## src/sd_params.svh

```systemverilog
`ifndef SD_PARAMS_SVH
`define SD_PARAMS_SVH

// Payload bytes in one data block, CRC16 not counted
`define SD_BLOCK_BYTES 16

// Entries in the receive buffer
// The producer starts with this many credits
`define SD_FIFO_DEPTH 4

`endif
```

## src/sd_stream_pkg.sv

```systemverilog
`default_nettype none

package sd_stream_pkg;

  // Tag carried next to every byte in the receive buffer
  typedef enum logic [1:0] {
    // Whole one-byte reply
    tag_r1        = 2'd0,
    // One of five reply bytes, MSB first
    tag_r37       = 2'd1,
    // Block payload byte
    tag_data      = 2'd2,
    // End of block, bit 0 of the byte flags a bad CRC
    tag_block_end = 2'd3
  } sd_item_tag;

endpackage

`default_nettype wire

```

## src/sd_resp_pkg.sv

```systemverilog
`default_nettype none

package sd_resp_pkg;

  // Reply the host expects after the command it just sent
  typedef enum logic [1:0] {
    resp_r1    = 2'd0,
    resp_r1b   = 2'd1,
    resp_r37   = 2'd2,
    resp_block = 2'd3
  } sd_resp_kind;

  // R3 reply to READ_OCR
  typedef struct packed {
    logic [7:0]  r1;
    logic [31:0] ocr;
  } sd_r3_t;

  // R7 reply to SEND_IF_COND
  typedef struct packed {
    logic [7:0]  r1;
    logic [3:0]  cmd_version;
    logic [15:0] reserved;
    logic [3:0]  voltage_accepted;
    logic [7:0]  check_pattern;
  } sd_r7_t;

  // Same five bytes on the wire, read as either reply
  typedef union packed {
    sd_r3_t r3;
    sd_r7_t r7;
  } sd_r37_u;

endpackage

`default_nettype wire

```

## src/sd_receive_top.sv

```systemverilog
`default_nettype none

module sd_receive_top (
  input  wire                            clock,
  input  wire                            reset,
  input  wire                            req_valid,
  input  wire sd_resp_pkg::sd_resp_kind  req_kind,
  output logic                           req_ready,
  input  wire                            miso,
  output logic                           sclk_en,
  output logic                           r1_valid,
  output logic [7:0]                     r1_status,
  output logic                           r37_valid,
  output sd_resp_pkg::sd_r37_u           r37_word,
  output logic                           data_valid,
  output logic [7:0]                     data_byte,
  input  wire                            data_ready,
  output logic                           block_done,
  output logic                           crc_error
);
  import sd_stream_pkg::*;

  // Producer to buffer
  logic       push;
  sd_item_tag push_tag;
  logic [7:0] push_byte;
  logic       credit_return;

  // Buffer to decoder
  logic       head_valid;
  sd_item_tag head_tag;
  logic [7:0] head_byte;
  logic       pop;

  sd_bit_receiver sd_bit_receiver_i (
    .clock         (clock),
    .reset         (reset),
    .req_valid     (req_valid),
    .req_kind      (req_kind),
    .req_ready     (req_ready),
    .miso          (miso),
    .sclk_en       (sclk_en),
    .push          (push),
    .push_tag      (push_tag),
    .push_byte     (push_byte),
    .credit_return (credit_return)
  );

  sd_rx_fifo sd_rx_fifo_i (
    .clock         (clock),
    .reset         (reset),
    .push          (push),
    .push_tag      (push_tag),
    .push_byte     (push_byte),
    .pop           (pop),
    .head_valid    (head_valid),
    .head_tag      (head_tag),
    .head_byte     (head_byte),
    .credit_return (credit_return)
  );

  sd_response_decoder sd_response_decoder_i (
    .clock      (clock),
    .reset      (reset),
    .head_valid (head_valid),
    .head_tag   (head_tag),
    .head_byte  (head_byte),
    .pop        (pop),
    .r1_valid   (r1_valid),
    .r1_status  (r1_status),
    .r37_valid  (r37_valid),
    .r37_word   (r37_word),
    .data_valid (data_valid),
    .data_byte  (data_byte),
    .data_ready (data_ready),
    .block_done (block_done),
    .crc_error  (crc_error)
  );

endmodule

`default_nettype wire

```

## src/sd_response_decoder.sv

```systemverilog
`default_nettype none

module sd_response_decoder (
  input  wire                             clock,
  input  wire                             reset,
  input  wire                             head_valid,
  input  wire sd_stream_pkg::sd_item_tag  head_tag,
  input  wire [7:0]                       head_byte,
  output logic                            pop,
  output logic                            r1_valid,
  output logic [7:0]                      r1_status,
  output logic                            r37_valid,
  output sd_resp_pkg::sd_r37_u            r37_word,
  output logic                            data_valid,
  output logic [7:0]                      data_byte,
  input  wire                             data_ready,
  output logic                            block_done,
  output logic                            crc_error
);
  import sd_stream_pkg::*;

  logic [2:0] r37_cnt;
  logic       take_r37;
  logic       take_data;

  always_comb begin
    pop = 1'b0;
    if (head_valid) begin
      case (head_tag)
        // Output register free or emptying this cycle
        tag_data:      pop = !data_valid || data_ready;
        // Last byte must leave before block_done
        tag_block_end: pop = !data_valid;
        default:       pop = 1'b1;
      endcase
    end
  end

  assign take_r37  = pop && (head_tag == tag_r37);
  assign take_data = pop && (head_tag == tag_data);

  always_ff @(posedge clock or posedge reset) begin
    if (reset) begin
      r1_valid   <= 1'b0;
      r37_valid  <= 1'b0;
      r37_cnt    <= '0;
      data_valid <= 1'b0;
      block_done <= 1'b0;
    end else begin
      r1_valid   <= pop && (head_tag == tag_r1);
      block_done <= pop && (head_tag == tag_block_end);
      r37_valid  <= take_r37 && (r37_cnt == 3'd4);
      if (take_r37) begin
        r37_cnt <= (r37_cnt == 3'd4) ? 3'd0 : r37_cnt + 1'b1;
      end
      if (take_data) begin
        data_valid <= 1'b1;
      end else if (data_ready) begin
        data_valid <= 1'b0;
      end
    end
  end

  always_ff @(posedge clock) begin
    if (pop && (head_tag == tag_r1)) begin
      r1_status <= head_byte;
    end
    // Shift up, oldest byte ends in the R1 field
    if (take_r37) begin
      r37_word <= {r37_word.r3.ocr, head_byte};
    end
    if (take_data) begin
      data_byte <= head_byte;
    end
    if (pop && (head_tag == tag_block_end)) begin
      crc_error <= head_byte[0];
    end
  end

endmodule

`default_nettype wire

```

## src/sd_rx_fifo.sv

```systemverilog
`default_nettype none

`include "sd_params.svh"

module sd_rx_fifo (
  input  wire                             clock,
  input  wire                             reset,
  input  wire                             push,
  input  wire sd_stream_pkg::sd_item_tag  push_tag,
  input  wire [7:0]                       push_byte,
  input  wire                             pop,
  output logic                            head_valid,
  output sd_stream_pkg::sd_item_tag       head_tag,
  output logic [7:0]                      head_byte,
  output logic                            credit_return
);
  import sd_stream_pkg::*;

  localparam int PTR_W = (`SD_FIFO_DEPTH > 1) ? $clog2(`SD_FIFO_DEPTH) : 1;
  localparam int CNT_W = $clog2(`SD_FIFO_DEPTH + 1);
  localparam logic [PTR_W-1:0] LAST = PTR_W'(`SD_FIFO_DEPTH - 1);

  sd_item_tag       tag_mem [`SD_FIFO_DEPTH];
  logic [7:0]       byte_mem [`SD_FIFO_DEPTH];
  logic [PTR_W-1:0] rd_ptr;
  logic [PTR_W-1:0] wr_ptr;
  logic [CNT_W-1:0] count;

  // Room is guaranteed by the producer's credits
  always_ff @(posedge clock) begin
    if (push) begin
      tag_mem[wr_ptr]  <= push_tag;
      byte_mem[wr_ptr] <= push_byte;
    end
  end

  always_ff @(posedge clock or posedge reset) begin
    if (reset) begin
      rd_ptr        <= '0;
      wr_ptr        <= '0;
      count         <= '0;
      credit_return <= 1'b0;
    end else begin
      if (push) begin
        wr_ptr <= (wr_ptr == LAST) ? '0 : wr_ptr + 1'b1;
      end
      if (pop) begin
        rd_ptr <= (rd_ptr == LAST) ? '0 : rd_ptr + 1'b1;
      end
      count         <= count + CNT_W'(push) - CNT_W'(pop);
      // Each freed entry goes back as one credit
      credit_return <= pop;
    end
  end

  assign head_valid = (count != '0);
  assign head_tag   = tag_mem[rd_ptr];
  assign head_byte  = byte_mem[rd_ptr];

endmodule

`default_nettype wire

```

## src/sd_bit_receiver.sv

```systemverilog
`default_nettype none

`include "sd_params.svh"

module sd_bit_receiver (
  input  wire                            clock,
  input  wire                            reset,
  input  wire                            req_valid,
  input  wire sd_resp_pkg::sd_resp_kind  req_kind,
  output logic                           req_ready,
  input  wire                            miso,
  output logic                           sclk_en,
  output logic                           push,
  output sd_stream_pkg::sd_item_tag      push_tag,
  output logic [7:0]                     push_byte,
  input  wire                            credit_return
);
  import sd_resp_pkg::*;
  import sd_stream_pkg::*;

  localparam int CREDIT_W = $clog2(`SD_FIFO_DEPTH + 1);
  localparam int BYTE_W = $clog2(`SD_BLOCK_BYTES + 8);

  localparam logic [2:0] ST_IDLE       = 3'd0;
  localparam logic [2:0] ST_WAIT_START = 3'd1;
  localparam logic [2:0] ST_RECEIVE    = 3'd2;
  localparam logic [2:0] ST_CRC        = 3'd3;
  localparam logic [2:0] ST_BUSY       = 3'd4;
  localparam logic [2:0] ST_FINISH     = 3'd5;

  logic [2:0]          state;
  logic [CREDIT_W-1:0] credit;
  logic [3:0]          bit_cnt;
  logic [BYTE_W-1:0]   byte_cnt;
  logic [BYTE_W-1:0]   reply_bytes;
  sd_resp_kind         kind;
  sd_item_tag          data_tag;
  logic [7:0]          shift;
  logic [15:0]         crc;
  logic                accept;
  logic                byte_done;
  logic                last_byte;
  logic                spend;

  assign req_ready = (state == ST_IDLE);
  assign accept = req_valid && req_ready;

  // Card runs only while a pushed byte is sure to find room
  // Busy wait needs no room, nothing gets pushed
  assign sclk_en = (state == ST_BUSY) ||
                   (((state == ST_WAIT_START) || (state == ST_RECEIVE) ||
                     (state == ST_CRC)) && (credit != '0));

  assign byte_done = (state == ST_RECEIVE) && sclk_en && (bit_cnt == 4'd7);
  assign last_byte = (byte_cnt == reply_bytes - BYTE_W'(1));
  assign spend = byte_done || ((state == ST_FINISH) && (credit != '0));

  always_comb begin
    case (kind)
      resp_block: reply_bytes = BYTE_W'(`SD_BLOCK_BYTES);
      resp_r37:   reply_bytes = BYTE_W'(5);
      default:    reply_bytes = BYTE_W'(1);
    endcase
  end

  assign data_tag = (kind == resp_block) ? tag_data :
                    (kind == resp_r37)   ? tag_r37  : tag_r1;

  always_ff @(posedge clock or posedge reset) begin
    if (reset) begin
      state    <= ST_IDLE;
      credit   <= CREDIT_W'(`SD_FIFO_DEPTH);
      bit_cnt  <= '0;
      byte_cnt <= '0;
      push     <= 1'b0;
    end else begin
      push   <= spend;
      credit <= credit - CREDIT_W'(spend) + CREDIT_W'(credit_return);
      case (state)
        ST_IDLE: begin
          if (accept) begin
            state    <= ST_WAIT_START;
            bit_cnt  <= '0;
            byte_cnt <= '0;
          end
        end
        ST_WAIT_START: begin
          // Token 0xFE ends at its zero, replies start with theirs
          if (sclk_en && !miso) begin
            state   <= ST_RECEIVE;
            bit_cnt <= (kind == resp_block) ? 4'd0 : 4'd1;
          end
        end
        ST_RECEIVE: begin
          if (sclk_en) begin
            if (bit_cnt == 4'd7) begin
              bit_cnt  <= '0;
              byte_cnt <= byte_cnt + 1'b1;
              if (last_byte) begin
                case (kind)
                  resp_block: state <= ST_CRC;
                  resp_r1b:   state <= ST_BUSY;
                  default:    state <= ST_IDLE;
                endcase
              end
            end else begin
              bit_cnt <= bit_cnt + 1'b1;
            end
          end
        end
        ST_CRC: begin
          if (sclk_en) begin
            bit_cnt <= bit_cnt + 1'b1;
            if (bit_cnt == 4'd15) begin
              state <= ST_FINISH;
            end
          end
        end
        ST_BUSY: begin
          if (miso) begin
            state <= ST_IDLE;
          end
        end
        ST_FINISH: begin
          if (credit != '0) begin
            state <= ST_IDLE;
          end
        end
        default: state <= ST_IDLE;
      endcase
    end
  end

  always_ff @(posedge clock) begin
    if (accept) begin
      kind <= req_kind;
      crc  <= '0;
    end else if (sclk_en && ((state == ST_RECEIVE) || (state == ST_CRC))) begin
      // CCITT, x^16 + x^12 + x^5 + 1
      crc <= {crc[14:0], 1'b0} ^ ((crc[15] ^ miso) ? 16'h1021 : 16'h0000);
    end
    if (sclk_en) begin
      shift <= {shift[6:0], miso};
    end
    if (byte_done) begin
      push_byte <= {shift[6:0], miso};
      push_tag  <= data_tag;
    end else if (state == ST_FINISH) begin
      push_byte <= {7'd0, crc != 16'h0000};
      push_tag  <= tag_block_end;
    end
  end

endmodule

`default_nettype wire

```

## config.mk

```make
export PLATFORM = sky130hd
export DESIGN_NAME = sd_receive_top
export DESIGN_NICKNAME = d
export VERILOG_FILES = /design/src/sd_stream_pkg.sv /design/src/sd_resp_pkg.sv /design/src/sd_receive_top.sv /design/src/sd_response_decoder.sv /design/src/sd_rx_fifo.sv /design/src/sd_bit_receiver.sv
export VERILOG_INCLUDE_DIRS = /design/src
export SDC_FILE = /design/constraint.sdc
export NUM_CORES = 1
export LEC_CHECK = 0
export BUFFER_PORTS_ARGS = -buffer_cell sky130_fd_sc_hd__clkbuf_2
export CAP_MARGIN = 20
export CORE_MARGIN = 2
export CORE_UTILIZATION = 30
export CTS_CLUSTER_DIAMETER = 200
export DETAILED_ROUTE_END_ITERATION = 8
export PLACE_DENSITY = 0.53
export SYNTH_ARGS = -nofsm -noshare
export SYNTH_HDL_FRONTEND = slang
export SYNTH_HIERARCHICAL = 1
export SYNTH_SLANG_ARGS = --single-unit
```

## constraint.sdc

```tcl
create_clock -name clock -period 5.65 [get_ports clock]
set_clock_uncertainty 0.2 [all_clocks]
set_input_delay 1.13 -clock clock [delete_from_list [all_inputs] [get_ports clock]]
set_output_delay 1.13 -clock clock [all_outputs]
set_load 0.01 [all_outputs]
```

# Word-level counts from Yosys, hierarchy flattened

Memories as Yosys holds them, arrays and structs flattened.
Cells that the tools add are included.

Add/subtract/negate cells: 10
Eq/ne operators: 26
Mux-type cells: 39
Bitwise operators: 2
Reduce and logical (&&, ||, !) cells: 32

Operators by type and width:

| cell                 | count |
|---|---|
| $mux W3              | 10 |
| $mux W4              | 5 |
| $pmux W5 S2          | 2 |
| $pmux W3 S6          | 1 |
| $mux W8              | 2 |
| $pmux W4 S4          | 1 |
| $reduce_bool A16 Y1  | 1 |
| $xor A16 B16 Y16     | 1 |
| $mux W5              | 3 |
| $mux W13             | 1 |
| $eq A2 B2 Y1 const B | 6 |
| $logic_and A1 B1 Y1  | 12 |
| $mux W2              | 5 |
| $ne A2 B2 Y1 const B | 5 |
| $eq A3 B3 Y1 const B | 3 |
| $reduce_and A9 Y1    | 1 |
| $ne A2 B1 Y1 const B | 4 |
| $mux W1              | 7 |
| $add A3 B1 Y3        | 2 |
| $eq A3 B2 Y1 const B | 2 |
| $logic_or A1 B1 Y1   | 6 |
| $pmux W3 S2          | 1 |
| $reduce_bool A2 Y1   | 3 |
| $reduce_bool A3 Y1   | 2 |
| 19 further kinds     | 23 |

Bits in registers: 123
Memory bits (writable): 40
Bits of input ports: 7
Output and inout port bits: 63
Memories kept: 2

Memories:

| memory                | depth | width | rd ports | clocked after memory_dff | wr ports | RTL line         | text |
|---|---|---|---|---|---|---|---|
| sd_rx_fifo_i.byte_mem | 4     | 8     | 1        | 0                        | 1        | sd_rx_fifo.sv:24 | `` logic [7:0] byte_mem [`SD_FIFO_DEPTH]; `` |
| sd_rx_fifo_i.tag_mem  | 4     | 2     | 1        | 0                        | 1        | sd_rx_fifo.sv:23 | `` sd_item_tag tag_mem [`SD_FIFO_DEPTH]; `` |

# Depth between registers and ports, before layout

Depth in word-level cells: 10
Depth in mapped cells: 11
Depth with buffers taken out: 10

# Modules after synthesis

The synthesis kept the hierarchy.

Modules (own cells, without submodules):

| module              | times used | cells each | area each (µm²) |
|---|---|---|---|
| sd_bit_receiver     | 1          | 222        | 2344.7 |
| sd_response_decoder | 1          | 89         | 2053.2 |
| sd_rx_fifo          | 1          | 89         | 1879.3 |

# Worst setup path before layout

Ideal clock, no wire load.

Path kind: register to register
Start: register sd_rx_fifo_i.rd_ptr[0]
End: register sd_rx_fifo_i.count[2]
Library setup time: 123 ps
Data arrival time: 2667 ps
Slack: 2660 ps
Cell stages (with the launch flop): 12
Path buffers: 1
Cells stage by stage: dfrtp_1 -> buf_6 -> mux4_2 -> nand2b_1 -> a31oi_1 -> ha_1 -> inv_1 -> ha_1 -> inv_1 -> fa_1 -> xnor2_1 -> xnor2_1

Cells in the longest elaborated chain, start to end: 5

Ends and longest elaborated chain:

| what                   | RTL line                  | text |
|---|---|---|
| from (decl)            | sd_rx_fifo.sv:25          | `logic [PTR_W-1:0] rd_ptr;` |
| from (signal assigned) | sd_rx_fifo.sv:48          | `rd_ptr <= (rd_ptr == LAST) ? '0 : rd_ptr + 1'b1;` |
| $mem_v2 Z4 W2 *        | n/a                       |  |
| via head_tag[0]        | sd_receive_top.sv:31      | `sd_item_tag head_tag;` |
| $eq A2 B2 Y1           | sd_response_decoder.sv:29 | `case (head_tag)` |
| $pmux W1 S2 *          | sd_response_decoder.sv:29 |  |
| $mux W1 *              | sd_response_decoder.sv:28 | `if (head_valid) begin` |
| via pop                | sd_receive_top.sv:33      | `logic pop;` |
| $sub A3 B1 Y3 *        | sd_rx_fifo.sv:50          | `count <= count + CNT_W'(push) - CNT_W'(pop);` |
| to (signal assigned)   | sd_rx_fifo.sv:50          |  |
| to (decl)              | sd_rx_fifo.sv:27          | `logic [CNT_W-1:0] count;` |

Mark *: on every way through the listed nets, which the timed path passes. The rest lies on a longest branch.
A chain may end at the register's enable or synchronous reset.

# Final worst setup path

Ends and elaborated chain as after synthesis.

==> impl_metrics.tcl <==
set metrics [dict create \
    antenna_found_initial 0 \
    fin_hold_ws_ps 244 \
    yosysTopAreaCellShare_pct 55.5 \
    gp_congestion 0.771 \
    drv_cap 0 \
    grt_overflow 0 \
    fill_cells 1932 \
    total_leakage_power_nw 2.83 \
    total_power_w 0.00445 \
    netlist_area_um2 6280 \
    clk_latency_ps 420 \
    grt_max_degree 47 \
    vias 3332 \
    rsz0062_at_grt "no" \
    cts_setup_buffers 0 \
    synth_flop_cell "edfxtp_1" \
    drc 0 \
    netlist_top_cells_area "edfxtp_1, dfrtp_1, dfxtp_1, mux4_2, ha_1" \
    power.density_nw_per_um2 596 \
    cp-start-kind "flip-flop" \
    period_share_pct 61.3 \
    boundaryPins 70 \
    yosysMostFrequentCell "edfxtp_1" \
    startpoint "sd_rx_fifo_i/rd_ptr[0]" \
    worstPathRequired_ps 5790 \
    finalSetupTns_ps 0 \
    hp-class "reg -> reg" \
    worstSetupPathType "reg -> reg" \
    ys_warn_count 6 \
    die_area_um2 22100 \
    slew_headroom_pct 34.8 \
    avgViaCountPerCell 4.40 \
    r2r-start "sd_rx_fifo_i/rd_ptr[0]" \
    grt_pass1_vias 3345 \
    pwr-share-seq_pct 46.8 \
    nets 496 \
    placed_cell_area_um2 6880 \
    avgSynthCellArea_um2 15.7 \
    die_x_um 149 \
    min_from "sd_bit_receiver_i/shift[0]" \
    post-dp-hpwl_mm 7.27 \
    synth_seq_area_share_pct 73.0 \
    p_switching_w 0.00149 \
    core_um2 20400 \
    synth_largest_area_cell "edfxtp_1" \
    cp_max_fo 12 \
    drv_slew 0 \
    h-tree-depth 4 \
    post_cts_resized 0 \
    cp.arrival_ps 3600 \
    pwr-share-clk_pct 24.8 \
    combPwrFrac_pct 28.3 \
    fin_util_pct 36.6 \
    p_int_w 0.00296 \
    swShare_pct 33.5 \
    register_area_um2 4580 \
    cts_sinks 163 \
    drive_gt1_share_pct 26.5 \
    firstDrtPassIters 4 \
    cp-end-kind "flip-flop" \
    cts_made_buffers 17 \
    drt-total-wl_mm 10.6 \
    synth_nets 422 \
    netlist-cell-type-count 56 \
    synthTopCellsByCount "edfxtp_1, nand2_1, dfrtp_1, a21oi_1, inv_1" \
    ant_nets 0 \
    clkSlewWorstSetupHoldPaths_ps 60 \
    period_needed_ps 3460 \
    wl_per_cell_um 14.0 \
    drt_iter0_drc 173 \
    grt_pass1_wl_mm 17.1 \
    tritoncts "done" \
    ys_ff_latch 163 \
    worstMarginPinSlew_ps 978 \
    port_buffers 69 \
    setup_viol 0 \
    hold_viol 0 \
    max_freq_mhz 289 \
    row_count 52 \
    status "finished, final reports clean" \
    synth_edf_count 116 \
    start_util_pct 30.8 \
    finish.instance_area_um2 7460 \
    clock-root-buffer "clkbuf_16" \
    peakVddDrop_v 0.000325 \
    synthToLayoutAreaGrowth_pct 18.9 \
    fp.dieH_um 149 \
    synthCells 400 \
    num_antenna_cells 0 \
    async_reset_ff_share_pct 19.0 \
    clockBufferDepth 2 \
    multi_input_area_um2 1530 \
    hold_buffers 0 \
    grt_usage_pct 10.0 \
]
-- final cells by class --
cell class              count  share of cell area, %
multi-input cells         200                   20.5
inverters                  22                   1.11
clock buffers              20                   6.27
well taps                 270                   4.53
repair buffers             70                   4.73
clock inverters            12                   1.51
flip-flops and latches    163                   61.4
-- final timing paths --
path,end,slack [ps],depth (start not counted)
max in group asynchronous,sd_bit_receiver_i/bit_cnt[1],4170,2
min in group asynchronous,sd_response_decoder_i/r37_cnt[2],460,2
hold / removal,sd_bit_receiver_i/shift[1],240,0
hold reg to reg,sd_bit_receiver_i/shift[1],240,0
setup reg to reg,sd_rx_fifo_i/count[2],2190,10
setup / recovery,sd_rx_fifo_i/count[2],2190,10
-- routing by layer --
metal,vias to the layer above,track usage (%),share of wire (%)
li1,1623,-,-
met3,6,3.65,5.7
met1,1610,13.0,48
met4,0,3.43,0.54
met2,93,15.6,46
met5,-,0,0
-- power groups by stage --
stage / logic (W) / registers [W] / clock network [W]
floorplan: 0.000904 / 0.00208 / 0
global placement: 0.00123 / 0.00210 / 0
detailed placement: 0.00128 / 0.00211 / 0
CTS: 0.00129 / 0.00209 / 0.00114
global route: 0.00142 / 0.00214 / 0.00119
finish: 0.00126 / 0.00208 / 0.00110
-- flip-flops by register name (all words and copies together), names as in the netlist, 2 cells and up --
signal	flops
sd_bit_receiver_i/bit_cnt	4
sd_bit_receiver_i/state	3
sd_rx_fifo_i/byte_mem	32
sd_rx_fifo_i/count	3
sd_rx_fifo_i/wr_ptr	2
sd_bit_receiver_i/byte_cnt	5
sd_response_decoder_i/r1_status	8
sd_bit_receiver_i/shift	7
sd_bit_receiver_i/push_byte	8
sd_bit_receiver_i/crc	16
sd_rx_fifo_i/tag_mem	8
sd_bit_receiver_i/kind	2
sd_rx_fifo_i/rd_ptr	2
sd_response_decoder_i/data_byte	8
sd_response_decoder_i/r37_word	40
sd_bit_receiver_i/credit	3
sd_bit_receiver_i/push_tag	2
sd_response_decoder_i/r37_cnt	3
-- metrics by stage --
step	instances	setup WS [ps]
final	757	2190
after global routing	757	1920
after CTS	757	2110
after detailed placement	725	2130
after global placement	725	2190
after floorplan	400	2660
-- cells in the final DEF, fill, tap and decap left out, drive strengths merged, types with 3 or more instances in the layout --
master  instances
o21ai           9
dfrtp          30
dfxtp          16
nand3b          4
nor2           11
nand3           6
mux2            8
xnor2           7
nand2          38
mux4           10
ha             13
edfxtp        116
nor3b           3
nor2b           3
clkinv          3
inv            31
o31ai           3
nor3            6
xor2            4
and3            3
and2           12
a21oi          22
nand2b          6
nor4            8
clkbuf         89
-- worst max-delay path, stage by stage (launching register included) --
cell and delay [ps]:
dfrtp_1 790, mux4_2 630, nand2b_1 170, a31oi_1 380, ha_1 310, inv_1 60
ha_1 130, inv_1 50, fa_1 370, xnor2_1 180, xnor2_1 130
-- cell families after synthesis --
kind of cell             synth area share, %
flip-flops                              73.0
AND/OR/NAND/NOR                         9.85
AO/OA/AOI/OAI                           4.41
buffers and inverters                   2.71
multiplexers                            5.30
adder cells (fa/ha/maj)                 3.23
XOR/XNOR                                1.53
(Power assumes the default switching activity.)
